File: src/hdl/sa_params.svh
`ifndef SA_PARAMS_SVH
`define SA_PARAMS_SVH

// ------------------------------
// array geometry
// ------------------------------
`define SA_DIM      4   // rows == columns

// ------------------------------
// datapath widths
// ------------------------------
`define SA_DATA_W   8   // operand lane width
`define SA_ACC_W    32  // accumulator, wraps on overflow

// ------------------------------
// operand bank size
// ------------------------------
`define SA_ADDR_W   4
`define SA_DEPTH    16

`endif

File: src/hdl/sa_pkg.sv
`include "sa_params.svh"

package sa_pkg;

    typedef enum logic {
        BANK_LEFT = 1'b0,  // A columns
        BANK_TOP  = 1'b1   // B rows
    } sa_bank_e;

    typedef enum logic [1:0] {
        ST_IDLE,
        ST_FEED,
        ST_FLUSH,
        ST_STORE
    } sa_state_e;

    // ------------------------------
    // vector types
    // ------------------------------
    typedef logic [`SA_DIM-1:0][`SA_DATA_W-1:0] sa_vec_t;
    typedef logic [`SA_DIM-1:0][`SA_ACC_W-1:0]  sa_acc_vec_t;
    typedef logic [`SA_DIM-1:0]                 sa_lane_valid_t;

    // ------------------------------
    // request / response structs
    // ------------------------------
    typedef struct packed {
        logic                  en;
        sa_bank_e              bank;
        logic [`SA_ADDR_W-1:0] addr;
        sa_vec_t               data;
    } sa_wr_req_t;

    typedef struct packed {
        logic                start;
        logic [`SA_ADDR_W:0] len;   // 1 .. SA_DEPTH
    } sa_start_t;

    typedef struct packed {
        logic                  en;
        logic [`SA_ADDR_W-1:0] addr;
    } sa_bank_rd_t;

    typedef struct packed {
        sa_lane_valid_t valid;
        sa_vec_t        data;
    } sa_feed_t;

    typedef struct packed {
        logic                  en;
        logic [`SA_ADDR_W-1:0] addr;  // result row
    } sa_rd_req_t;

    typedef struct packed {
        logic        valid;
        sa_acc_vec_t data;
    } sa_rd_rsp_t;

    // last operand needs 2*(DIM-1)+1 cycles to reach the far corner
    localparam int SA_FLUSH_CYCLES = 3 * `SA_DIM;

endpackage

File: src/hdl/sa_operand_bank.sv
`timescale 1ns/100ps
`include "sa_params.svh"

module sa_operand_bank (
    input  logic                  clk,
    input  logic                  rst_n,
    input  logic                  i_wr_en,
    input  logic [`SA_ADDR_W-1:0] i_wr_addr,
    input  sa_pkg::sa_vec_t       i_wr_data,
    input  sa_pkg::sa_bank_rd_t   i_rd,
    output sa_pkg::sa_feed_t      o_feed
);
    import sa_pkg::*;

    sa_vec_t        mem [`SA_DEPTH];
    sa_vec_t        rd_data;
    logic           rd_vld;
    sa_lane_valid_t lane_vld;
    sa_vec_t        lane_data;

    // ------------------------------
    // storage, one cycle read
    // ------------------------------
    always_ff @(posedge clk)
    begin
        if (i_wr_en)
            mem[i_wr_addr] <= i_wr_data;
        if (i_rd.en)
            rd_data <= mem[i_rd.addr];
    end

    always_ff @(posedge clk or negedge rst_n)
    begin
        if (!rst_n)
            rd_vld <= 1'b0;
        else
            rd_vld <= i_rd.en;
    end

    // ------------------------------
    // lane skew, lane g delayed g cycles
    // ------------------------------
    genvar g;
    generate
        for (g = 0; g < `SA_DIM; g++)
        begin : g_lane
            if (g == 0)
            begin : g_direct
                assign lane_vld[g]  = rd_vld;
                assign lane_data[g] = rd_data[g];
            end
            else
            begin : g_skew
                logic [`SA_DATA_W-1:0] sh_data [g];
                logic [g-1:0]          sh_vld;

                always_ff @(posedge clk or negedge rst_n)
                begin
                    if (!rst_n)
                        sh_vld <= '0;
                    else
                    begin
                        sh_vld[0] <= rd_vld;
                        for (int i = 1; i < g; i++)
                            sh_vld[i] <= sh_vld[i-1];
                    end
                end

                always_ff @(posedge clk)
                begin
                    sh_data[0] <= rd_data[g];  // payload, no reset
                    for (int i = 1; i < g; i++)
                        sh_data[i] <= sh_data[i-1];
                end

                assign lane_vld[g]  = sh_vld[g-1];
                assign lane_data[g] = sh_data[g-1];
            end
        end
    endgenerate

    assign o_feed = '{valid: lane_vld, data: lane_data};

endmodule

File: config.mk
export PLATFORM = sky130hd
export DESIGN_NAME = sa_operand_bank
export DESIGN_NICKNAME = d
export VERILOG_FILES = /design/src/hdl/sa_pkg.sv /design/src/hdl/sa_operand_bank.sv
export VERILOG_INCLUDE_DIRS = /design/src /design/src/hdl
export SDC_FILE = /design/constraint.sdc
export NUM_CORES = 1
export LEC_CHECK = 0
export ABC_AREA = 0
export BUFFER_PORTS_ARGS = -buffer_cell sky130_fd_sc_hd__buf_2
export CAP_MARGIN = 20
export CORE_UTILIZATION = 56
export DETAILED_ROUTE_END_ITERATION = 16
export GPL_TIMING_DRIVEN = 0
export MAX_ROUTING_LAYER = met4
export PLACE_DENSITY = 0.73
export RECOVER_POWER = 100
export SLEW_MARGIN = 40
export SYNTH_ARGS = -nofsm -noshare
export SYNTH_HDL_FRONTEND = slang
export SYNTH_SLANG_ARGS = --single-unit
export TNS_END_PERCENT = 50
File: constraint.sdc
create_clock -name clk -period 3.4 [get_ports clk]
set_input_delay 0.51 -clock clk [delete_from_list [all_inputs] [get_ports clk]]
set_output_delay 0.51 -clock clk [all_outputs]
set_load 0.005 [all_outputs]
==> reports/results.ini <==
[status]
status=finished with violations
failed_checks=capacitance limit, slew limit

[worst_setup_path]
required_ps=3640
cp-start-kind=primary input
worstReg2RegEnd=o_feed[6]
cp_max_fo=6
reg2reg_from=mem[3][6]
worstSetupEndpointType=register
reg2reg_depth=3
critPathKind=primary input to register
r2r_slack_ps=1870
arrival_ps=2860

[clocking]
cts_buffers=55
clk_pin_slew_ps=60
cts_setup_buffers=0
clk_path_buf_depth=3
cts_root_buf=clkbuf_16
clk_latency_ps=590
htreeDepth=2
cts.hold.buffers_added=1
cts_resized=0
cts_sinks=596
cts_tree=yes

[sta]
final-setup-viol-count=0
slew_viol_final=99
hold_viol=0
rsz0062_at_grt=false
tightest_slew_ps=2700
final.setup.tns_ps=0
fin_crit_sh=0.772
fin_crit_ps=2620
maxClockFrequency_ghz=0.381
fin_skew_ps=12.2
max-slew-margin-rel=-0.798

[logic_synthesis]
yosys-top-cells-area=edfxtp_1 76%, mux4_2 13%, dfxtp_1 4.5%
synth_top_area_share=0.763
syn_nets=960
yosys.area.top_type=edfxtp_1
synth_seq_cells=596
synth_area_per_cell_um2=23.4
yosysSeqAreaShare=0.812
yosysMostFrequentCell=edfxtp_1
async_flop_share=0.00671
synth_cells=916
ys_types=18
synth_edf_count=544
yosys-top-cells-count=544 x edfxtp_1, 128 x mux4_2, 64 x a22oi_1
syn-cell-area_um2=21400
yosys_warnings=0
synth_flop_cell=edfxtp_1

[placement]
place_inst=1552
gp_congestion=0.704
dp_hpwl_mm=28.1
portBuffers=77

[global_route]
track_usage=0.251
grt_pass1_wl_mm=66.5
grt_pass1_vias=10200
global_route.overflow_total=0
grt_max_degree=34
antenna_found_initial=4

[floorplan]
core_um2=37700
dieHeight_um=198
rows=71
die_w_um=198
io_pins=80
die_area_um2=39000
initial_core_util=0.568

[detailed_routing]
drcViolationCount=0
dr.pass1.iters=7
dr_total_vias=10000
routedWlPerCell_um=27.4
antenna_left=0
route.met3.wl_mm=3.52
drtIter0Drc=1025
wl_met1_mm=18.4
detail_route.wirelength_mm=45.5
wl_met2_mm=22.7
post_drt_via_cell_ratio=6.04
routed.top_layer=met4

[finish]
multi_input_area_um2=3620
drive_above_1_share=0.272
final_cell_count_no_fill=1660
area_delta_synth_final_pct=16.2
final_nets=1143
ff_latch_area_um2=17400
fin_util=0.661
fillCellCount=2469

[power]
cellLeakagePower_uw=0.00810
power_density_nw_per_um2=611
vdd_ir_drop_max_mv=0.433

[job]
drv_cap=7

[worst_hold_path]
min_path_type=primary input to asynchronous set/reset pin

routing by layer:
layer  vias up  GRT usage
met5         -          -
met3        76     0.0493
met1      5315      0.342
met4         0     0.0594
li1       4188          -
met2       444      0.398
power by group:
part,switching (uW),internal [uW],leakage (uW),total [uW]
clock,2540,3670,0.000922,6210
combinational,412,298,0.00178,710
sequential,51.4,8220,0.00540,8270
total,3010,12200,0.00810,15200
critical path, stage by stage:
cell      delay, ps
clkbuf_1        180
nand3b_1        220
nor3_1          650
clkbuf_1        490
clkbuf_1        410
clkbuf_1        380
cell type report:
| class | count | area share |
|---|---|---|
| tap | 511 | 0.0257 |
| clock inverter | 21 | 0.00860 |
| buffer | 69 | 0.0159 |
| timing repair buffer | 126 | 0.0387 |
| sequential | 596 | 0.699 |
| clock buffer | 82 | 0.0664 |
| antenna | 4 | 0.000402 |
| multi-input combinational | 251 | 0.145 |
worst max-delay path by stage:
stage	startpoint	to	slack, ps	cells past startpoint
floorplan	i_wr_addr[3]	mem[4][0]	10	2
CTS	i_rd[1]	rd_data[21]	1480	5
global placement	i_wr_addr[2]	mem[8][9]	-2770	3
global route	i_wr_en	mem[12][2]	720	6
detailed placement	i_rd[1]	o_feed[1]	880	5
finish	i_wr_en	mem[8][1]	780	6
cells by family after synthesis:
| family | synth area share |
|---|---|
| simple gates | 0.0118 |
| buf+inv | 0.0187 |
| flops | 0.812 |
| compound gates | 0.0224 |
| mux | 0.135 |
stage by stage:
step	total power (uW)	instance area [um^2]	setup slack [ps]	hold slack, ps
finish	15200	24900	775	297
global route	15600	24900	718	312
CTS	15300	25300	1480	244
detailed placement	9160	23400	884	314
global placement	9090	22400	-2770	310
floorplan	8800	21400	11.4	214
cell usage in the layout (no fill, tap or decap), drive strengths merged:
master and n:
a22oi 64, and2 1, buf 76, bufinv 4, clkbuf 200, clkinv 13, clkinvlp 1, dfrtp 4
dfxtp 48, diode 4, dlygate4sd3 1, edfxtp 544, inv 3, mux4 128, nand2 33, nand2b 2
nand3 1, nand3b 2, nor2 13, nor2b 2, nor3 4, or3b 1
registers in the layout, summed over array words and instances, names as in the netlist:
signal / cells
rd_vld: 1
g_lane.g_skew.sh_data: 48
g_lane.g_skew.sh_vld: 3
mem: 512
rd_data: 24
o_feed: 8
(Power assumes the default switching activity.)
