File: src/hdl/sa_params.svh
`ifndef SA_PARAMS_SVH
`define SA_PARAMS_SVH

// ------------------------------
// array geometry
// ------------------------------
`define SA_DIM      4   // rows == columns

// ------------------------------
// datapath widths
// ------------------------------
`define SA_DATA_W   8   // operand lane width
`define SA_ACC_W    32  // accumulator, wraps on overflow

// ------------------------------
// operand bank size
// ------------------------------
`define SA_ADDR_W   4
`define SA_DEPTH    16

`endif

File: src/hdl/sa_pkg.sv
`include "sa_params.svh"

package sa_pkg;

    typedef enum logic {
        BANK_LEFT = 1'b0,  // A columns
        BANK_TOP  = 1'b1   // B rows
    } sa_bank_e;

    typedef enum logic [1:0] {
        ST_IDLE,
        ST_FEED,
        ST_FLUSH,
        ST_STORE
    } sa_state_e;

    // ------------------------------
    // vector types
    // ------------------------------
    typedef logic [`SA_DIM-1:0][`SA_DATA_W-1:0] sa_vec_t;
    typedef logic [`SA_DIM-1:0][`SA_ACC_W-1:0]  sa_acc_vec_t;
    typedef logic [`SA_DIM-1:0]                 sa_lane_valid_t;

    // ------------------------------
    // request / response structs
    // ------------------------------
    typedef struct packed {
        logic                  en;
        sa_bank_e              bank;
        logic [`SA_ADDR_W-1:0] addr;
        sa_vec_t               data;
    } sa_wr_req_t;

    typedef struct packed {
        logic                start;
        logic [`SA_ADDR_W:0] len;   // 1 .. SA_DEPTH
    } sa_start_t;

    typedef struct packed {
        logic                  en;
        logic [`SA_ADDR_W-1:0] addr;
    } sa_bank_rd_t;

    typedef struct packed {
        sa_lane_valid_t valid;
        sa_vec_t        data;
    } sa_feed_t;

    typedef struct packed {
        logic                  en;
        logic [`SA_ADDR_W-1:0] addr;  // result row
    } sa_rd_req_t;

    typedef struct packed {
        logic        valid;
        sa_acc_vec_t data;
    } sa_rd_rsp_t;

    // last operand needs 2*(DIM-1)+1 cycles to reach the far corner
    localparam int SA_FLUSH_CYCLES = 3 * `SA_DIM;

endpackage

File: src/hdl/sa_mac_cell.sv
`timescale 1ns/100ps
`include "sa_params.svh"

module sa_mac_cell (
    input  logic                  clk,
    input  logic                  rst_n,
    input  logic                  i_clear,
    input  logic [`SA_DATA_W-1:0] i_a,
    input  logic [`SA_DATA_W-1:0] i_b,
    input  logic                  i_a_valid,
    input  logic                  i_b_valid,
    output logic [`SA_DATA_W-1:0] o_a,
    output logic [`SA_DATA_W-1:0] o_b,
    output logic                  o_a_valid,
    output logic                  o_b_valid,
    output logic [`SA_ACC_W-1:0]  o_acc
);

    logic [2*`SA_DATA_W-1:0] prod;

    assign prod = i_a * i_b;  // full width product

    // operand forwarding, a right and b down
    always_ff @(posedge clk or negedge rst_n)
    begin
        if (!rst_n)
        begin
            o_a_valid <= 1'b0;
            o_b_valid <= 1'b0;
        end
        else
        begin
            o_a_valid <= i_a_valid;
            o_b_valid <= i_b_valid;
        end
    end

    always_ff @(posedge clk)
    begin
        o_a <= i_a;
        o_b <= i_b;
    end

    always_ff @(posedge clk or negedge rst_n)
    begin
        if (!rst_n)
            o_acc <= '0;
        else if (i_clear)
            o_acc <= '0;  // new run
        else if (i_a_valid && i_b_valid)
            o_acc <= o_acc + `SA_ACC_W'(prod);
    end

endmodule

File: src/hdl/sa_mac_grid.sv
`timescale 1ns/100ps
`include "sa_params.svh"

module sa_mac_grid (
    input  logic                  clk,
    input  logic                  rst_n,
    input  logic                  i_clear,
    input  sa_pkg::sa_feed_t      i_left,
    input  sa_pkg::sa_feed_t      i_top,
    input  logic [`SA_ADDR_W-1:0] i_row_sel,
    output sa_pkg::sa_acc_vec_t   o_row_acc
);
    import sa_pkg::*;

    // mesh wiring, one extra column / row on the far edge
    logic [`SA_DATA_W-1:0] a_bus [`SA_DIM][`SA_DIM+1];
    logic                  a_vld [`SA_DIM][`SA_DIM+1];
    logic [`SA_DATA_W-1:0] b_bus [`SA_DIM+1][`SA_DIM];
    logic                  b_vld [`SA_DIM+1][`SA_DIM];
    sa_acc_vec_t           acc_row [`SA_DIM];

    genvar r, c;
    generate
        for (r = 0; r < `SA_DIM; r++)
        begin : g_row
            assign a_bus[r][0] = i_left.data[r];   // left edge
            assign a_vld[r][0] = i_left.valid[r];
            assign b_bus[0][r] = i_top.data[r];    // top edge
            assign b_vld[0][r] = i_top.valid[r];

            for (c = 0; c < `SA_DIM; c++)
            begin : g_col
                sa_mac_cell u_cell (
                    .clk       (clk),
                    .rst_n     (rst_n),
                    .i_clear   (i_clear),
                    .i_a       (a_bus[r][c]),
                    .i_b       (b_bus[r][c]),
                    .i_a_valid (a_vld[r][c]),
                    .i_b_valid (b_vld[r][c]),
                    .o_a       (a_bus[r][c+1]),
                    .o_b       (b_bus[r+1][c]),
                    .o_a_valid (a_vld[r][c+1]),
                    .o_b_valid (b_vld[r+1][c]),
                    .o_acc     (acc_row[r][c])
                );
            end
        end
    endgenerate

    // ------------------------------
    // drain row select
    // ------------------------------
    always_comb
    begin
        o_row_acc = '0;
        for (int i = 0; i < `SA_DIM; i++)
            if (i_row_sel == `SA_ADDR_W'(i))
                o_row_acc = acc_row[i];
    end

endmodule

File: config.mk
export PLATFORM = sky130hd
export DESIGN_NAME = sa_mac_grid
export DESIGN_NICKNAME = d
export VERILOG_FILES = /design/src/hdl/sa_pkg.sv /design/src/hdl/sa_mac_cell.sv /design/src/hdl/sa_mac_grid.sv
export VERILOG_INCLUDE_DIRS = /design/src /design/src/hdl
export SDC_FILE = /design/constraint.sdc
export NUM_CORES = 2
export LEC_CHECK = 0
export BUFFER_PORTS_ARGS = -buffer_cell sky130_fd_sc_hd__buf_4
export CELL_PAD_IN_SITES_DETAIL_PLACEMENT = 1
export CELL_PAD_IN_SITES_GLOBAL_PLACEMENT = 1
export CORE_ASPECT_RATIO = 0.75
export CORE_MARGIN = 3
export CORE_UTILIZATION = 54
export CTS_CLUSTER_SIZE = 10
export DETAILED_ROUTE_END_ITERATION = 6
export PLACE_DENSITY = 0.94
export SYNTH_ARGS = -nofsm -noshare
export SYNTH_HDL_FRONTEND = slang
export SYNTH_SLANG_ARGS = --single-unit
File: constraint.sdc
create_clock -name clk -period 10.6 [get_ports clk]
set_clock_uncertainty 0.2 [all_clocks]
set_input_delay 2.12 -clock clk [delete_from_list [all_inputs] [get_ports clk]]
set_output_delay 2.12 -clock clk [all_outputs]
set_load 0.05 [all_outputs]
==> metrics <==
vias post-DR=65,777; drt initial violations=8,131; switching pwr=9.66 mW; RePlAce Congestion=0.943; Comb pwr share=64.4%; Critical Path, Cell by Cell=buf_4 -> nor4_2 -> buf_4 -> buf_4 -> a221oi_1 -> a21oi_1 -> buf_4; CP endpoint kind=primary output; share of post-route cells with drive strength above 1=5.10%; # clock sinks=728; total gr overflow=0; crit path kind=in -> out; RR Startpoint=g_row[0].g_col[0].u_cell.o_b[0]; CP Launch Type=input pin; Reg clk slew, reported paths=60 ps; Worst Max-Slew Pin Slew=1120 ps; Syn Nets=9,742; post-CTS setup buffer count=0; cell repeated most along the worst path=buf_4; multi-input logic area=48,600 µm²; fin. max-slew vios=0; f_max=127 MHz; Detailed Routing Iterations Pass 1=6; Die Y=324 µm; power per standard cell area=244 nW/µm²; leading cell type in the layout, fill and taps excluded=inv_1; end of the worst hold path=g_row[2].g_col[2].u_cell.o_b_valid; Final nets=9,830; TritonCTS Buffers=90; worst rel slew slack=25.3%; Initial Util=54.9%; leakage power=39.7 nW; Die X=430 µm; FP Rows=115; largest net degree at the start of global routing=159; Final ANT Viol Nets=0; vias per cell=6.49; synthesized instance count=8,207; initial antenna violation count=22; ys flop type=dfrtp_1; commonest non-fill, non-tap cells in the layout=inv_1, nand2_1, fa_1; Post-CTS Resized=0; final wirelength=291 mm; die area=139,000 µm²; P_int=9.57 mW; later-pin clock latency in the skew report=740 ps; I/O Buffers=206; Fin. Hold Viols=0; final setup vio count=0; first-pass GRT wire length=446 mm; H-tree levels=3; R2R Path End=g_row[1].g_col[0].u_cell.o_acc[30]; root buffer cell=clkbuf_16; synth warn=0; Clk pwr share=16.8%; Fin Setup TNS=0 ps; reg2reg path depth=17; Hold/Removal Path Class=reg -> reg; RSZ-0062 raised after global routing=no; asr flop ratio synth=73.6%; vias in the first global route=73,189; max incr delay on CP=820 ps; Sw Ratio=50.2%; worst path required time=8280 ps; sequential share of power=18.8%; CTS tree=yes; Cell variety after synth=91; worst hold margin=225 ps; failing checks=DRC; hold bufs inserted after CTS=0; Boundary Pins=207; MaxCap Viol Count=0; register area share after synthesis=23.7%; Crit-path slowest cell=buf_4; outcome=complete, but fails checks; post-route DRC violation count=8; CORE AREA=132,000 µm²; maximum vdd drop=219 µV; R2R setup slack=4000 ps; Clock Path Buffers=3; EDFF count, synth=0; critical path arrival=5570 ps; # fillers=15,191; storage element area=17,300 µm²; synth-to-layout area growth=8.28%; Avg Cell Area, Syn=8.86 µm²; Hold Path Stages=0; Crit path buffers/inverters=4; hold wc startpoint=g_row[1].g_col[2].u_cell.o_b_valid; minimum clock period=7890 ps; routed wirelength normalized by instance count=28.7 µm; Worst Setup SP=i_row_sel[3]; HPWL Detailed=204 mm; cell family with most CP delay=buffers and inverters; fin crit share=74.5%; GRT Util Overall=41.7%; flops & latches, synth=728; worst-path maximum fanout=74; post-synth design cell area=72,700 µm²
worst max-delay path by stage:
stage               cells after the start                            endpoint  slack (ps)
CTS                                     7                       o_row_acc[72]        3090
global placement                        7                       o_row_acc[72]        3130
global route                            7                       o_row_acc[72]        2780
finish                                  7                       o_row_acc[72]        2710
floorplan                              19  g_row[0].g_col[2].u_cell.o_acc[28]        3800
detailed placement                      7                       o_row_acc[72]        3100
Yosys cell counts, types with 117 or more instances:
library cell  instances  share of area [%]
clkbuf_1            218                1.1
nand2_1            1015                5.2
a21oi_1             471                3.2
xnor2_1             194                2.3
fa_1                800                 22
nand3_1             117               0.81
nor2_1              385                2.0
ha_1                656                 11
dfrtp_1             536                 18
and2_1              600                5.2
dfxtp_1             192                5.3
inv_1              1597                8.2
o21ai_0             152                1.0
per-layer routing:
metal	GRT usage (%)	part of all wire [%]	up-vias
li1	-	-	26541
met1	51.5	37	33241
met2	64.3	44	4476
met3	14.0	12	1493
met4	24.3	6.8	26
met5	0	0.055	-
power groups by stage:
stage / clock (mW) / combinational, mW / sequential (mW)
floorplan: 0 / 8.30 / 3.30
global placement: 0 / 10.2 / 3.57
detailed placement: 0 / 11.3 / 3.60
CTS: 3.18 / 12.1 / 3.57
global route: 3.30 / 13.5 / 3.63
finish: 3.23 / 12.4 / 3.62
sequential cells by signal, summed over array words and instances, names as in the netlist:
register and cells:
g_row.g_col.u_cell.o_a 96, g_row.g_col.u_cell.o_a_valid 12, g_row.g_col.u_cell.o_acc 512, g_row.g_col.u_cell.o_b 96, g_row.g_col.u_cell.o_b_valid 12
layout make-up:
type / instances / area share [%]
Timing Repair Buffer: 234 / 2.31
Tap cell: 1755 / 2.79
Sequential cell: 728 / 21.9
Antenna cell: 9 / 0.0286
Clock inverter: 15 / 0.234
Multi-Input combinational cell: 5644 / 61.7
Clock buffer: 153 / 3.40
Inverter: 1597 / 7.62
through the flow:
step	setup WS [ps]	util, %	area (µm²)	std cells	power (mW)
6_report	2710	59.5	78700	10135	19.2
5_1_grt	2780	59.5	78700	10128	20.4
4_1_cts	3090	59.4	78700	10126	18.8
3_5_place_dp	3100	57.3	75800	9958	14.9
3_3_place_gp	3130	57.3	75800	9958	13.7
2_1_floorplan	3800	-	72700	8207	11.6
cells by family after synthesis:
| kind of cell | after synthesis | share of synthesized area (%) |
|---|---|---|
| compound gates | 1289 | 12.2 |
| xor+xnor | 280 | 3.37 |
| fa+ha+maj | 1456 | 33.3 |
| buf+inv | 1835 | 9.49 |
| flops | 728 | 23.7 |
| mux | 44 | 0.626 |
| simple gates | 2575 | 17.3 |
(Power assumes the default switching activity.)
