**src/hdl/sa_params.svh**
```systemverilog
`ifndef SA_PARAMS_SVH
`define SA_PARAMS_SVH

// ------------------------------
// array geometry
// ------------------------------
`define SA_DIM      4   // rows == columns

// ------------------------------
// datapath widths
// ------------------------------
`define SA_DATA_W   8   // operand lane width
`define SA_ACC_W    32  // accumulator, wraps on overflow

// ------------------------------
// operand bank size
// ------------------------------
`define SA_ADDR_W   4
`define SA_DEPTH    16

`endif

```
**src/hdl/sa_pkg.sv**
```systemverilog
`include "sa_params.svh"

package sa_pkg;

    typedef enum logic {
        BANK_LEFT = 1'b0,  // A columns
        BANK_TOP  = 1'b1   // B rows
    } sa_bank_e;

    typedef enum logic [1:0] {
        ST_IDLE,
        ST_FEED,
        ST_FLUSH,
        ST_STORE
    } sa_state_e;

    // ------------------------------
    // vector types
    // ------------------------------
    typedef logic [`SA_DIM-1:0][`SA_DATA_W-1:0] sa_vec_t;
    typedef logic [`SA_DIM-1:0][`SA_ACC_W-1:0]  sa_acc_vec_t;
    typedef logic [`SA_DIM-1:0]                 sa_lane_valid_t;

    // ------------------------------
    // request / response structs
    // ------------------------------
    typedef struct packed {
        logic                  en;
        sa_bank_e              bank;
        logic [`SA_ADDR_W-1:0] addr;
        sa_vec_t               data;
    } sa_wr_req_t;

    typedef struct packed {
        logic                start;
        logic [`SA_ADDR_W:0] len;   // 1 .. SA_DEPTH
    } sa_start_t;

    typedef struct packed {
        logic                  en;
        logic [`SA_ADDR_W-1:0] addr;
    } sa_bank_rd_t;

    typedef struct packed {
        sa_lane_valid_t valid;
        sa_vec_t        data;
    } sa_feed_t;

    typedef struct packed {
        logic                  en;
        logic [`SA_ADDR_W-1:0] addr;  // result row
    } sa_rd_req_t;

    typedef struct packed {
        logic        valid;
        sa_acc_vec_t data;
    } sa_rd_rsp_t;

    // last operand needs 2*(DIM-1)+1 cycles to reach the far corner
    localparam int SA_FLUSH_CYCLES = 3 * `SA_DIM;

endpackage

```
**src/hdl/sa_controller.sv**
```systemverilog
`timescale 1ns/100ps
`include "sa_params.svh"

module sa_controller (
    input  logic                  clk,
    input  logic                  rst_n,
    input  sa_pkg::sa_start_t     i_start,
    output sa_pkg::sa_bank_rd_t   o_bank_rd,
    output logic                  o_clear,
    output logic [`SA_ADDR_W-1:0] o_row_sel,
    output logic                  o_st_en,
    output logic                  o_busy,
    output logic                  o_done
);
    import sa_pkg::*;

    localparam int LEN_W   = `SA_ADDR_W + 1;
    localparam int FLUSH_W = $clog2(SA_FLUSH_CYCLES + 1);

    sa_state_e             state;
    logic [LEN_W-1:0]      k_len;      // latched run length
    logic [LEN_W-1:0]      k_in;
    logic [`SA_ADDR_W-1:0] feed_cnt;
    logic [FLUSH_W-1:0]    flush_cnt;
    logic [`SA_ADDR_W-1:0] row_cnt;
    logic                  clear_q;
    logic                  feed_last;
    logic                  flush_last;
    logic                  store_last;

    // keep length inside 1 .. depth
    always_comb
    begin
        if (i_start.len == '0)
            k_in = LEN_W'(1);
        else if (i_start.len > `SA_DEPTH)
            k_in = LEN_W'(`SA_DEPTH);
        else
            k_in = i_start.len;
    end

    assign feed_last  = ({1'b0, feed_cnt} == (k_len - 1'b1));
    assign flush_last = (flush_cnt == FLUSH_W'(SA_FLUSH_CYCLES - 1));
    assign store_last = (row_cnt == `SA_ADDR_W'(`SA_DIM - 1));

    // ------------------------------
    // run FSM
    // ------------------------------
    always_ff @(posedge clk or negedge rst_n)
    begin
        if (!rst_n)
        begin
            state     <= ST_IDLE;
            k_len     <= '0;
            feed_cnt  <= '0;
            flush_cnt <= '0;
            row_cnt   <= '0;
            clear_q   <= 1'b0;
        end
        else
        begin
            clear_q <= 1'b0;
            case (state)
                ST_IDLE:
                    if (i_start.start)
                    begin
                        state    <= ST_FEED;
                        k_len    <= k_in;
                        feed_cnt <= '0;
                        clear_q  <= 1'b1;  // zero grid before first operand
                    end
                ST_FEED:
                begin
                    feed_cnt <= feed_cnt + 1'b1;
                    if (feed_last)
                    begin
                        state     <= ST_FLUSH;
                        flush_cnt <= '0;
                    end
                end
                ST_FLUSH:
                begin
                    flush_cnt <= flush_cnt + 1'b1;
                    if (flush_last)
                    begin
                        state   <= ST_STORE;
                        row_cnt <= '0;
                    end
                end
                ST_STORE:
                begin
                    row_cnt <= row_cnt + 1'b1;
                    if (store_last)
                        state <= ST_IDLE;
                end
                default:
                    state <= ST_IDLE;
            endcase
        end
    end

    // ------------------------------
    // outputs
    // ------------------------------
    assign o_bank_rd = '{en: (state == ST_FEED), addr: feed_cnt};
    assign o_clear   = clear_q;
    assign o_row_sel = row_cnt;
    assign o_st_en   = (state == ST_STORE);
    assign o_done    = (state == ST_STORE) && store_last;     // last row written
    assign o_busy    = (state != ST_IDLE) && !o_done;

endmodule

```
**config.mk**
```make
export PLATFORM = sky130hd
export DESIGN_NAME = sa_controller
export DESIGN_NICKNAME = d
export VERILOG_FILES = /design/src/hdl/sa_pkg.sv /design/src/hdl/sa_controller.sv
export VERILOG_INCLUDE_DIRS = /design/src /design/src/hdl
export SDC_FILE = /design/constraint.sdc
export NUM_CORES = 1
export LEC_CHECK = 0
export ABC_AREA = 1
export BUFFER_PORTS_ARGS = -buffer_cell sky130_fd_sc_hd__clkbuf_2
export CELL_PAD_IN_SITES_DETAIL_PLACEMENT = 1
export CELL_PAD_IN_SITES_GLOBAL_PLACEMENT = 1
export CORE_MARGIN = 3
export CORE_UTILIZATION = 40
export CTS_CLUSTER_DIAMETER = 40
export DETAILED_ROUTE_END_ITERATION = 10
export GPL_TIMING_DRIVEN = 0
export HOLD_SLACK_MARGIN = 0.08
export PLACE_DENSITY = 0.82
export SYNTH_ARGS = -nofsm -noshare
export SYNTH_HDL_FRONTEND = slang
export SYNTH_SLANG_ARGS = --single-unit
```
**constraint.sdc**
```tcl
create_clock -name clk -period 1.7 [get_ports clk]
set_input_delay 0.255 -clock clk [delete_from_list [all_inputs] [get_ports clk]]
set_output_delay 0.255 -clock clk [all_outputs]
set_load 0.03 [all_outputs]
```
==> results.md <==
- Status: finished, final reports clean
- Top FF cell, synth: dfrtp_1
- GPL Wtd Cong: approximately 0.77
- Flop2flop setup slack: roughly 26 ps
- Largest cells by area after synthesis: dfrtp_1, nand2_1, ha_1, nand3_1, inv_1
- Post-synth EDFFs: 0
- Worst Path Arrival: 1420 ps
- Ys async rst share: 100%
- Vias: roughly 1200
- Drt wl/cell: 14.6 µm
- Port Buffers: 20
- Post-synth top area cell: dfrtp_1
- Synth warn: 0
- Final wirelength: ~3200 µm
- Number of global-route vias before repair: approximately 1200
- Fillers: between 300 and 400
- Reg2Reg Depth: 7
- Starting Density: a little over two fifths
- Antenna violations before repair: 0
- CP endpoint kind: output pin
- PD cells: ~2000 nW/µm²
- Worst hold start: i_start[1]
- Synth Register Bits: 20
- Period minus WS final: between 1500 and 2000 ps
- Post-synthesis cell area: approximately 1200 µm²
- Pre-CTS setup slack: 41.9 ps
- Startpoint Class: flop
- Die Y: 60.5 µm
- # DRC: 0
- Critical Path, Cell by Cell: inv_1, ha_2, clkbuf_2
- Final WS setup: approximately 26 ps
- Layout cell share with drive strength beyond 1: 29.4%
- Top delay family on crit path: flip-flops
- Final setup TNS: 0 ps
- Final net count: about 200
- First-pass GRT wire length: between 5000 and 6000 µm
- Mapped Cells: approximately 150
- CP max-delay cell: dfrtp_1
- Synth top cells by count: nand2_1, inv_1, dfrtp_1
- Worst path bufs/invs: 2
- Most common cell in the netlist: nand2_1
- Final setup violation count: 0
- Site Rows: 19
- Worst-Margin Slew: 534 ps
- Max-slew headroom: 64.4%
- Max clock buf depth: 2
- Layout overhead on the synthesized area: 27.2%
- FMAX: around 600 MHz
- RR Startpoint: state[1]
- Ant. Diodes: 0
- Max-Cap Viols: 0
- Hold Crit Class: in -> reg
- Sequential area share after synthesis: between 40% and 50%
- Root buffer selected by CTS: clkbuf_4
- TritonCTS clock tree: yes
- Die Width: 60.5 µm
- Crit-path max FO: 8
- Clock skew: 2.53 ps
- Critical path data required time: ~1400 ps
- FF-to-FF End: feed_cnt[3]
- Io pins: 21
- Hold endpoint: k_len[1]
- Hold path depth: 3
- Final hold vios: 0
- Post-placement cell area: about 1300 µm²
- Grt ovf: 0
- RSZ-0062 raised after global routing: yes
- Crit path kind: reg -> out
- Max H-tree Level: 1
- Multi-input gate area: 643 µm²
- Die area: approximately 3700 µm²
- Final Cell Area: between 1500 and 2000 µm²
- Detail-routed via count per cell: between 5 and 6
- DRT antenna net count: 0
- Leakage power: approximately 0.78 nW
- CTS buffer count: 3
- Synthesized Nets: about 170
- Skew-Pair Late Insertion Delay: around 310 ps
- Largest net degree at the start of global routing: 21
- Final-report max-slew violation count: 0
- Max rail drop VDD: between 1 and 1.5 mV
- Syn Area/Cell: 7.80 µm²
- Unique cell type count in the Yosys netlist: 22
- Gr usage total: approximately a fifth
- CP Depth: 3
- Hold Slack: between 150 and 200 ps
- Core area: roughly 2800 µm²
- Yosys top cell area share: between 40% and 50%
- CTS sink cnt: 20
- Register area: about 500 µm²
- Starting DRT DRC Count: between 60 and 70
- Dpl hpwl: 2280 µm
- Tcrit/Tclk final: around 100%
- First-pass iteration count of the detailed router: 4
- Crit-path max cell delay: 430 ps
- Clock-pin slew on the worst setup and hold paths: around 120 ps
tightest hold or removal path: cells and delay by family:
kind | cells | cell delay [ps]
AO/OA/AOI/OAI | 1 | 70
buffers and inverters | 2 | 140
power breakdown:
group	internal, mW	switching (mW)	total, mW
logic	0.700	1.14	1.84
registers	0.654	0.173	0.827
clock network	0.131	0.162	0.293
worst max-delay path by stage:
stage          slack [ps]      endpoint     start
5_1_grt              -100   feed_cnt[3]  state[1]
3_5_place_dp           40   feed_cnt[3]  state[1]
4_1_cts                10        o_busy  state[0]
3_3_place_gp           90   feed_cnt[3]  state[1]
2_1_floorplan          30   feed_cnt[3]  state[1]
6_report               30  o_bank_rd[4]  state[1]
cells by family (layout without fill, tap and decap cells):
| kind of cell | count (synthesis) | count (layout) | synth area share (%) |
|---|---|---|---|
| DFF | 20 | 20 | 42.2 |
| adders and majority gates | 8 | 8 | 8.44 |
| buffers and inverters | 26 | 61 | 8.23 |
| xor gates and xnor gates | 2 | 2 | 1.48 |
| AOI/OAI and AO/OA | 19 | 19 | 10.4 |
| and+or+nand+nor | 77 | 77 | 29.2 |
cell usage in the layout, fill, tap and decap left out, types with 2 or more instances in the layout:
master	synthesis	final
nand2_1	32	31
inv_1	24	21
dfrtp_1	20	19
clkbuf_2	0	19
nand3_1	19	18
nor2_1	14	14
buf_4	0	9
o22ai_1	6	6
a21oi_1	6	6
inv_2	2	5
clkbuf_4	0	4
nand2_2	3	3
ha_1	8	3
ha_4	0	3
o21ai_0	3	2
nor2_2	2	2
nand3b_1	2	2
nand4_1	2	2
nor3_1	2	2
ha_2	0	2
state kept, by name (all words and copies together) (netlist names):
signal,flops
k_len,5
o_row_sel,4
flush_cnt,4
o_clear,1
state,2
feed_cnt,4
per-stage QoR:
stage | cells | total power, mW | utilization, %
after global routing | 218 | 3.24 | 54.3
final | 218 | 2.96 | 54.3
after detailed placement | 203 | 2.36 | 47.6
after CTS | 215 | 2.79 | 51.8
after floorplan | 152 | 1.96 | -
after global placement | 203 | 2.25 | 47.6
layout make-up:
type,instances,area share (%)
timing repair buffer,31,12.7
tap,31,2.57
clock buffer,4,2.40
inverter,26,6.47
multi-input combinational,106,42.6
sequential,20,33.3
metal layers:
metal / vias to the layer above / wire length, µm / GRT usage [%]
met5: - / 0 / 0
met4: 0 / 63 / 8.67
met3: 6 / 100 / 2.98
met2: 24 / 1620 / 32.9
met1: 558 / 1390 / 22.9
li1: 563 / - / -
timing repair:
item,in CTS,in global routing
setup endpoints to repair,2,12
gates cloned,0,0
setup buffers,7,3
resized for setup,4,13
hold endpoints to repair,20,0
pin swaps,0,5
hold buffers,1,0
No activity file was read; power rests on OpenSTA's default activity.
