<file path="src/hdl/sa_params.svh">
`ifndef SA_PARAMS_SVH
`define SA_PARAMS_SVH

// ------------------------------
// array geometry
// ------------------------------
`define SA_DIM      4   // rows == columns

// ------------------------------
// datapath widths
// ------------------------------
`define SA_DATA_W   8   // operand lane width
`define SA_ACC_W    32  // accumulator, wraps on overflow

// ------------------------------
// operand bank size
// ------------------------------
`define SA_ADDR_W   4
`define SA_DEPTH    16

`endif

</file>
<file path="src/hdl/sa_pkg.sv">
`include "sa_params.svh"

package sa_pkg;

    typedef enum logic {
        BANK_LEFT = 1'b0,  // A columns
        BANK_TOP  = 1'b1   // B rows
    } sa_bank_e;

    typedef enum logic [1:0] {
        ST_IDLE,
        ST_FEED,
        ST_FLUSH,
        ST_STORE
    } sa_state_e;

    // ------------------------------
    // vector types
    // ------------------------------
    typedef logic [`SA_DIM-1:0][`SA_DATA_W-1:0] sa_vec_t;
    typedef logic [`SA_DIM-1:0][`SA_ACC_W-1:0]  sa_acc_vec_t;
    typedef logic [`SA_DIM-1:0]                 sa_lane_valid_t;

    // ------------------------------
    // request / response structs
    // ------------------------------
    typedef struct packed {
        logic                  en;
        sa_bank_e              bank;
        logic [`SA_ADDR_W-1:0] addr;
        sa_vec_t               data;
    } sa_wr_req_t;

    typedef struct packed {
        logic                start;
        logic [`SA_ADDR_W:0] len;   // 1 .. SA_DEPTH
    } sa_start_t;

    typedef struct packed {
        logic                  en;
        logic [`SA_ADDR_W-1:0] addr;
    } sa_bank_rd_t;

    typedef struct packed {
        sa_lane_valid_t valid;
        sa_vec_t        data;
    } sa_feed_t;

    typedef struct packed {
        logic                  en;
        logic [`SA_ADDR_W-1:0] addr;  // result row
    } sa_rd_req_t;

    typedef struct packed {
        logic        valid;
        sa_acc_vec_t data;
    } sa_rd_rsp_t;

    // last operand needs 2*(DIM-1)+1 cycles to reach the far corner
    localparam int SA_FLUSH_CYCLES = 3 * `SA_DIM;

endpackage

</file>
<file path="src/hdl/sa_result_bank.sv">
`timescale 1ns/100ps
`include "sa_params.svh"

module sa_result_bank (
    input  logic                  clk,
    input  logic                  rst_n,
    input  logic                  i_st_en,
    input  logic [`SA_ADDR_W-1:0] i_st_addr,
    input  sa_pkg::sa_acc_vec_t   i_st_data,
    input  sa_pkg::sa_rd_req_t    i_rd_req,
    output sa_pkg::sa_rd_rsp_t    o_rd_rsp
);
    import sa_pkg::*;

    localparam int ROW_W = (`SA_DIM > 1) ? $clog2(`SA_DIM) : 1;

    sa_acc_vec_t mem [`SA_DIM];
    sa_acc_vec_t rsp_data;
    logic        rsp_valid;

    always_ff @(posedge clk)
    begin
        if (i_st_en && (i_st_addr < `SA_DIM))
            mem[i_st_addr[ROW_W-1:0]] <= i_st_data;
        if (i_rd_req.en)
        begin
            if (i_rd_req.addr < `SA_DIM)
                rsp_data <= mem[i_rd_req.addr[ROW_W-1:0]];
            else
                rsp_data <= '0;  // no such row
        end
    end

    // response one cycle after request
    always_ff @(posedge clk or negedge rst_n)
    begin
        if (!rst_n)
            rsp_valid <= 1'b0;
        else
            rsp_valid <= i_rd_req.en;
    end

    assign o_rd_rsp = '{valid: rsp_valid, data: rsp_data};

endmodule

</file>
<file path="config.mk">
export PLATFORM = sky130hd
export DESIGN_NAME = sa_result_bank
export DESIGN_NICKNAME = d
export VERILOG_FILES = /design/src/hdl/sa_pkg.sv /design/src/hdl/sa_result_bank.sv
export VERILOG_INCLUDE_DIRS = /design/src /design/src/hdl
export SDC_FILE = /design/constraint.sdc
export NUM_CORES = 1
export LEC_CHECK = 0
export ABC_CLOCK_PERIOD_IN_PS = 900
export BUFFER_PORTS_ARGS = -buffer_cell sky130_fd_sc_hd__buf_2
export CORE_UTILIZATION = 58
export DETAILED_ROUTE_END_ITERATION = 16
export PLACE_DENSITY = 0.84
export SLEW_MARGIN = 20
export SYNTH_ARGS = -nofsm -noshare
export SYNTH_HDL_FRONTEND = slang
export SYNTH_SLANG_ARGS = --single-unit
</file>
<file path="constraint.sdc">
create_clock -name clk -period 0.9 [get_ports clk]
set_input_delay 0.18 -clock clk [delete_from_list [all_inputs] [get_ports clk]]
set_output_delay 0.18 -clock clk [all_outputs]
set_load 0.005 [all_outputs]
</file>
==> out/results.ini, run 1 <==
[run_status]
status = complete, but fails checks
failed_checks = negative setup slack

[place]
placed_area_um2 = 26000
hpwl_um = 28700
place_ws_ns = -0.688
place.port_buffers = 268
dp_cells = 1917
place_congestion = 0.764

[synth]
netlist_area_um2 = 23100
synth_cell_types = 15
syn_inst = 1090
ys_seq_area_frac = 0.833
avgSynthCellArea_um2 = 21.2
ys_ff_latch = 641
synthesis.nets = 1230
yosys_warnings = 0

[cells_and_area]
stdcell_count = 2170
fin_area_um2 = 29500
drive_gt1_frac = 0.288
syn_to_final_growth_pct = 27.6
final_cell_mix = edfxtp_1 (640), buf_2 (261), mux2i_1 (249), dlygate4sd3_1 (131), o22ai_1 (124)
fillers = 2127
layout_commonest_cell = edfxtp_1
nNetsFinal = 1738

[power_and_ir_drop]
intPower_mw = 48.7
vdd_drop_max_v = 0.00242
clkPwrFrac = 0.387
comb_power_share = 0.057
seqPwrFrac = 0.555
leakage_nw = 11.0
p_per_area_nw_per_um2 = 2070
swShare = 0.202
p_sw_mw = 12.4

[timing]
finalHoldViolCount = 0
tightest_slew_ns = 0.526
final.setup.worst_slack_ns = -0.515
relSlewSlack = 0.650
rsz0062_at_grt = yes
setup_viol_count_final = 223
fmax_ghz = 0.707
period_minus_slack_ns = 1.42
hold_ws_ns = 0.0909
timing.final.crit_share = 1.57
slew_viol_final = 0
tns_ns = -53.09
clock-skew-final_ns = 0.00960

[clocking]
cts_tree = yes
clock_path_buffers = 3
cts-htree-levels = 2
clk_pin_slew_worst_paths_ns = 0.06
cts_made_buffers = 58
root_buffer = clkbuf_16
clock_latency_ns = 0.59
clock_sinks = 641

[routing]
drtIter0Drc = 860
ant_nets = 0
firstDrtPassIters = 7
vias_per_cell = 5.67
wl_per_cell_um = 23.1
wl_um = 50100
drc_errors = 0
vias = 12311

[worst_setup_path]
path_max_fanout = 1
critPathCaptureType = output port
critical_path_required_ns = 0.72
worstRegToRegCells = 2
path_buf_inv = 1
max_stage_delay_ns = 0.47
rr_startpoint = mem[1][95]
crit_path_start_kind = flip-flop
startpoint = o_rd_rsp[112]
arrival_ns = 1.24
slowest_stage = edfxtp_1
cp_cell_sequence = buf_2
r2r_end = o_rd_rsp[95]
crit_type = reg -> out
r2r_slack_ns = -0.14
crit_family = flip-flops

[run]
max_cap_violations = 0

[global_routing]
grt_pass1_wl_um = 74200
antenna_found_initial = 6
grt_max_degree = 89
grt-ovfl-total = 0
grt_pass1_vias = 12737
grt.total_usage = 0.244

[min_path]
worstHoldPathType = in -> reg
min_to = o_rd_rsp[61]
hold_depth = 2
min_from = i_rd_req[4]

[die]
num_rows = 72
die_x_um = 202
initial_utilization = 0.593
dieArea_um2 = 40600
ioPinCount = 269
coreArea_um2 = 38900
die_h_um = 202

==> routing by layer <==
metal  part of all wire  global-route usage
met5            0.00054                   0
met3              0.064              0.0415
met1               0.39               0.314
met4              0.022              0.0795
met2               0.52               0.426
==> synthesized netlist by cell type <==
| master | number | share of area |
|---|---|---|
| and4_1 | 1 | 0.00038 |
| and4b_1 | 2 | 0.00087 |
| buf_2 | 26 | 0.0056 |
| buf_4 | 9 | 0.0029 |
| buf_6 | 3 | 0.0015 |
| buf_8 | 11 | 0.0072 |
| clkbuf_1 | 9 | 0.0015 |
| dfrtp_1 | 1 | 0.0011 |
| edfxtp_1 | 640 | 0.83 |
| mux2i_1 | 256 | 0.11 |
| nor2_1 | 1 | 0.00016 |
| nor4bb_1 | 1 | 0.00043 |
| o22ai_1 | 128 | 0.035 |
| or3_1 | 1 | 0.00027 |
| or3b_4 | 1 | 0.00049 |
==> sequential cells by signal, summed over array words and instances (netlist names) <==
name / flops
mem: 512
o_rd_rsp: 128
rsp_valid: 1
==> logic make-up after synthesis <==
| kind of cell | Yosys count | synth area share |
|---|---|---|
| compound gates | 128 | 0.0347 |
| mux | 256 | 0.111 |
| simple gates | 7 | 0.00260 |
| buf+inv | 58 | 0.0186 |
| flops | 641 | 0.833 |
==> power groups by stage <==
stage,sequential [mW],clock (mW),combinational [mW]
after floorplan,34.6,0,1.33
after global placement,34.5,0,2.77
after detailed placement,34.5,0,2.88
after CTS,33.9,23.8,3.40
after global routing,34.0,25.0,3.71
final,33.9,23.7,3.49
==> metrics by stage <==
stage | power (mW) | utilization
5_1_grt | 62.7 | 0.757
3_5_place_dp | 37.4 | 0.669
4_1_cts | 61.1 | 0.751
6_report | 61.1 | 0.757
2_1_floorplan | 35.9 | -
3_3_place_gp | 37.3 | 0.669
==> layout make-up <==
cell class,instances,area (um^2),area share
Clock inverter,32,239,0.00811
Tap cell,518,648,0.0220
Timing Repair Buffer,506,4220,0.143
Sequential cell,641,19200,0.653
Clock buffer,77,1600,0.0542
Multi-Input combinational cell,391,3510,0.119
Antenna cell,5,12.5,0.000425
==> worst max path at each step <==
stage                    end  slack, ns  cells past startpoint
6_report       o_rd_rsp[112]      -0.52                      1
5_1_grt        o_rd_rsp[112]      -0.54                      1
3_5_place_dp      mem[0][45]      -0.69                      5
4_1_cts        o_rd_rsp[112]      -0.52                      1
2_1_floorplan      mem[0][0]      -4.04                      2
3_3_place_gp      mem[0][45]      -0.68                      5
==> timing repair <==
action,4_1_cts,5_1_grt
gates resized for setup,3,20
hold endpoints to repair,514,0
setup buffers,1,0
setup endpoints to repair,290,348
hold buffers,131,0
pin swaps,48,71
gates cloned,1,6
Power figures use the tool's default switching activity.
==> inputs of run 2 (changes only) <==
--- a/config.mk
+++ b/config.mk
@@ -6,11 +6,12 @@
 export SDC_FILE = /design/constraint.sdc
 export NUM_CORES = 1
 export LEC_CHECK = 0
+export ABC_AREA = 1
 export ABC_CLOCK_PERIOD_IN_PS = 900
 export BUFFER_PORTS_ARGS = -buffer_cell sky130_fd_sc_hd__buf_2
-export CORE_UTILIZATION = 58
+export CORE_UTILIZATION = 59
 export DETAILED_ROUTE_END_ITERATION = 16
-export PLACE_DENSITY = 0.84
+export PLACE_DENSITY = 0.85
 export SLEW_MARGIN = 20
 export SYNTH_ARGS = -nofsm -noshare
 export SYNTH_HDL_FRONTEND = slang
==> run 2 against run 1 <==
- the flow still finishes with violations (negative setup slack)
- hold slack improved by 0.026 ns
- die area rose by 8.8%
- clock skew grew 0.014 ns
- sequential cell count did not move
- critical path type unchanged
==> out/results.ini, run 2 <==
[timing]
setup_viol_count_final = 247  ; +11%
clock-skew-final_ns = 0.0236  ; +0.0140 ns
rsz0062_at_grt = yes
tns_ns = -56.33  ; -3.24 ns
period_minus_slack_ns = 1.42  ; +0.00310 ns
timing.final.crit_share = 1.58  ; +0.00344
finalHoldViolCount = 0  ; unchanged
slew_viol_final = 0  ; unchanged
final.setup.worst_slack_ns = -0.518  ; -0.00310 ns
fmax_ghz = 0.705  ; -0.22%
tightest_slew_ns = 0.408  ; -0.117 ns
relSlewSlack = 0.728  ; +0.0783
hold_ws_ns = 0.117  ; +0.0258 ns

[synth]
ys.flop_type = edfxtp_1
synth_cell_types = 15  ; unchanged
avgSynthCellArea_um2 = 11.8  ; -44%
yosys-top-cells-count = edfxtp_1 (640), inv_1 (515), nand2_1 (513), nand3_1 (256), a21oi_1 (128)
netlist_area_um2 = 25600  ; +11%
synthesis.nets = 2300  ; +87%
ys_ff_latch = 641  ; unchanged
ys_seq_area_frac = 0.752  ; -0.0810
synth_edf_count = 640  ; unchanged
synthArstFlopShare = 0.00156  ; unchanged
yosys_warnings = 0  ; unchanged
synthTopCellsByArea = edfxtp_1 (75%), inv_1 (7.6%), nand2_1 (7.5%)
synth_largest_area_cell = edfxtp_1
synth_top_cell_area_share = 0.751  ; -0.0809
syn_inst = 2160  ; +98%
synth_most_common_cell = edfxtp_1

[place]
placed_area_um2 = 28900  ; +11%
place_congestion = 0.855  ; +12%
place.port_buffers = 268  ; unchanged
dp_cells = 3029  ; +58%
hpwl_um = 39900  ; +39%
place_ws_ns = -0.678  ; +0.0106 ns

[global_routing]
grt-ovfl-total = 0  ; unchanged
grt.total_usage = 0.302  ; +0.0574
grt_pass1_vias = 18476  ; +45%
antenna_found_initial = 4  ; -2
grt_pass1_wl_um = 101000  ; +36%
grt_max_degree = 63  ; -29%

[worst_setup_path]
crit_type = reg -> out
path_max_fanout = 1  ; unchanged
slowest_stage = edfxtp_1
crit_family = flip-flops
critPathCaptureType = output port
critical_path_required_ns = 0.72  ; about the same
crit_path_start_kind = flip-flop
max_stage_delay_ns = 0.46  ; about the same
arrival_ns = 1.24  ; about the same
cp_cell_sequence = buf_2
path_buf_inv = 1  ; unchanged

[routing]
ant_nets = 0  ; unchanged
wl_um = 72300  ; +44%
wl_per_cell_um = 22.0  ; -4.6%
drtIter0Drc = 2258  ; +160%
drc_errors = 0  ; unchanged
vias_per_cell = 5.59  ; -1.4%
firstDrtPassIters = 6  ; -1
vias = 18362  ; +49%

[power_and_ir_drop]
p_total_mw = 65.4  ; +7.0%
vdd_drop_max_v = 0.00195  ; -20%
leakage_nw = 14.6  ; +32%
p_per_area_nw_per_um2 = 1910  ; -7.6%

[min_path]
worstHoldPathType = in -> reg

[clocking]
clock_path_buffers = 3  ; unchanged
cts_tree = yes
clock_latency_ns = 0.61  ; +0.02 ns
root_buffer = clkbuf_16
clk_pin_slew_worst_paths_ns = 0.06  ; about the same
clock_sinks = 641  ; unchanged
cts-htree-levels = 2  ; unchanged
cts_made_buffers = 60  ; +3.4%

[die]
initial_utilization = 0.605  ; +0.0111
die_x_um = 210  ; +4.3%
die_h_um = 210  ; +4.3%
ioPinCount = 269  ; unchanged
dieArea_um2 = 44200  ; +8.8%
num_rows = 75  ; +4.2%
coreArea_um2 = 42300  ; +8.7%

[cells_and_area]
nNetsFinal = 2791  ; +61%
layout_commonest_cell = edfxtp_1
fin_util = 0.807  ; +0.0494
fin_area_um2 = 34100  ; +16%
stdcell_count = 3282  ; +51%
largest_register_ffs = 512  ; unchanged
syn_to_final_growth_pct = 33.4
drive_gt1_frac = 0.367  ; +0.0784
final_cell_mix = edfxtp_1 (640), inv_1 (441), nand2_1 (408), buf_2 (261), nand3_2 (207)

[run_status]
failed_checks = negative setup slack
status = complete, but fails checks

[run]
max_cap_violations = 0  ; unchanged

[run 2: cell types whose count changed after synthesis, moves of 128 or more]
cell / delta
a21oi_1: +128
inv_1: +515
mux2i_1: -256
nand2_1: +513
nand3_1: +256
o22ai_1: -128
[run 2: final timing paths]
path / endpoint / slack (ns) / startpoint / cells past startpoint
worst max-delay path: o_rd_rsp[76] / -0.52 / o_rd_rsp[76] / 1
worst min-delay path: o_rd_rsp[73] / 0.12 / i_rd_req[4] / 2
worst max register to register: o_rd_rsp[49] / -0.19 / mem[2][49] / 4
worst min register to register: o_rd_rsp[30] / 0.70 / mem[3][30] / 4
max in group asynchronous: rsp_valid / 0.40 / rst_n / 3
min in group asynchronous: rsp_valid / 0.40 / rst_n / 3
[run 2: logic make-up (layout without fill, tap and decap cells)]
kind of cell / Yosys count / count (layout) / synth area share
DFF: 641 / 641 / 0.752
other: 0 / 6 / 0
AOI/OAI and AO/OA: 128 / 128 / 0.0250
buffers and inverters: 616 / 1155 / 0.0963
and+or+nand+nor: 775 / 775 / 0.127
[run 2: report_power, final]
part / internal [mW] / switching (mW) / leakage (nW)
Combinational: 2.01 / 3.12 / 7.63
Clock: 15.2 / 11.1 / 0.976
Sequential: 33.7 / 0.249 / 5.99
Total: 50.9 / 14.5 / 14.6
[run 2: repair_timing]
action | 4_1_cts | 5_1_grt
pin swaps | 69 | 174
hold buffers | 131 | 1
gates resized for setup | 141 | 376
endpoints found under the hold margin | 515 | 2
setup endpoints to repair | 236 | 436
cloned | 0 | 4
buffers inserted | 0 | 2
[run 2: per-layer routing]
metal,GRT usage,vias to the layer above,share of wire
met5,0,-,0
met4,0.141,0,0.051
met3,0.0533,259,0.094
met2,0.525,1288,0.52
met1,0.369,8843,0.34
li1,-,7972,-
[run 2: final cells by class]
cell class                 count  area, um^2
inverter                     516        1950
antenna                        6        15.0
timing repair buffer         529        4510
clock buffer                  70        1560
sequential                   641       19200
tap                          577         722
multi-input combinational    903        5690
fill                        1938        8180
clock inverter                40         452
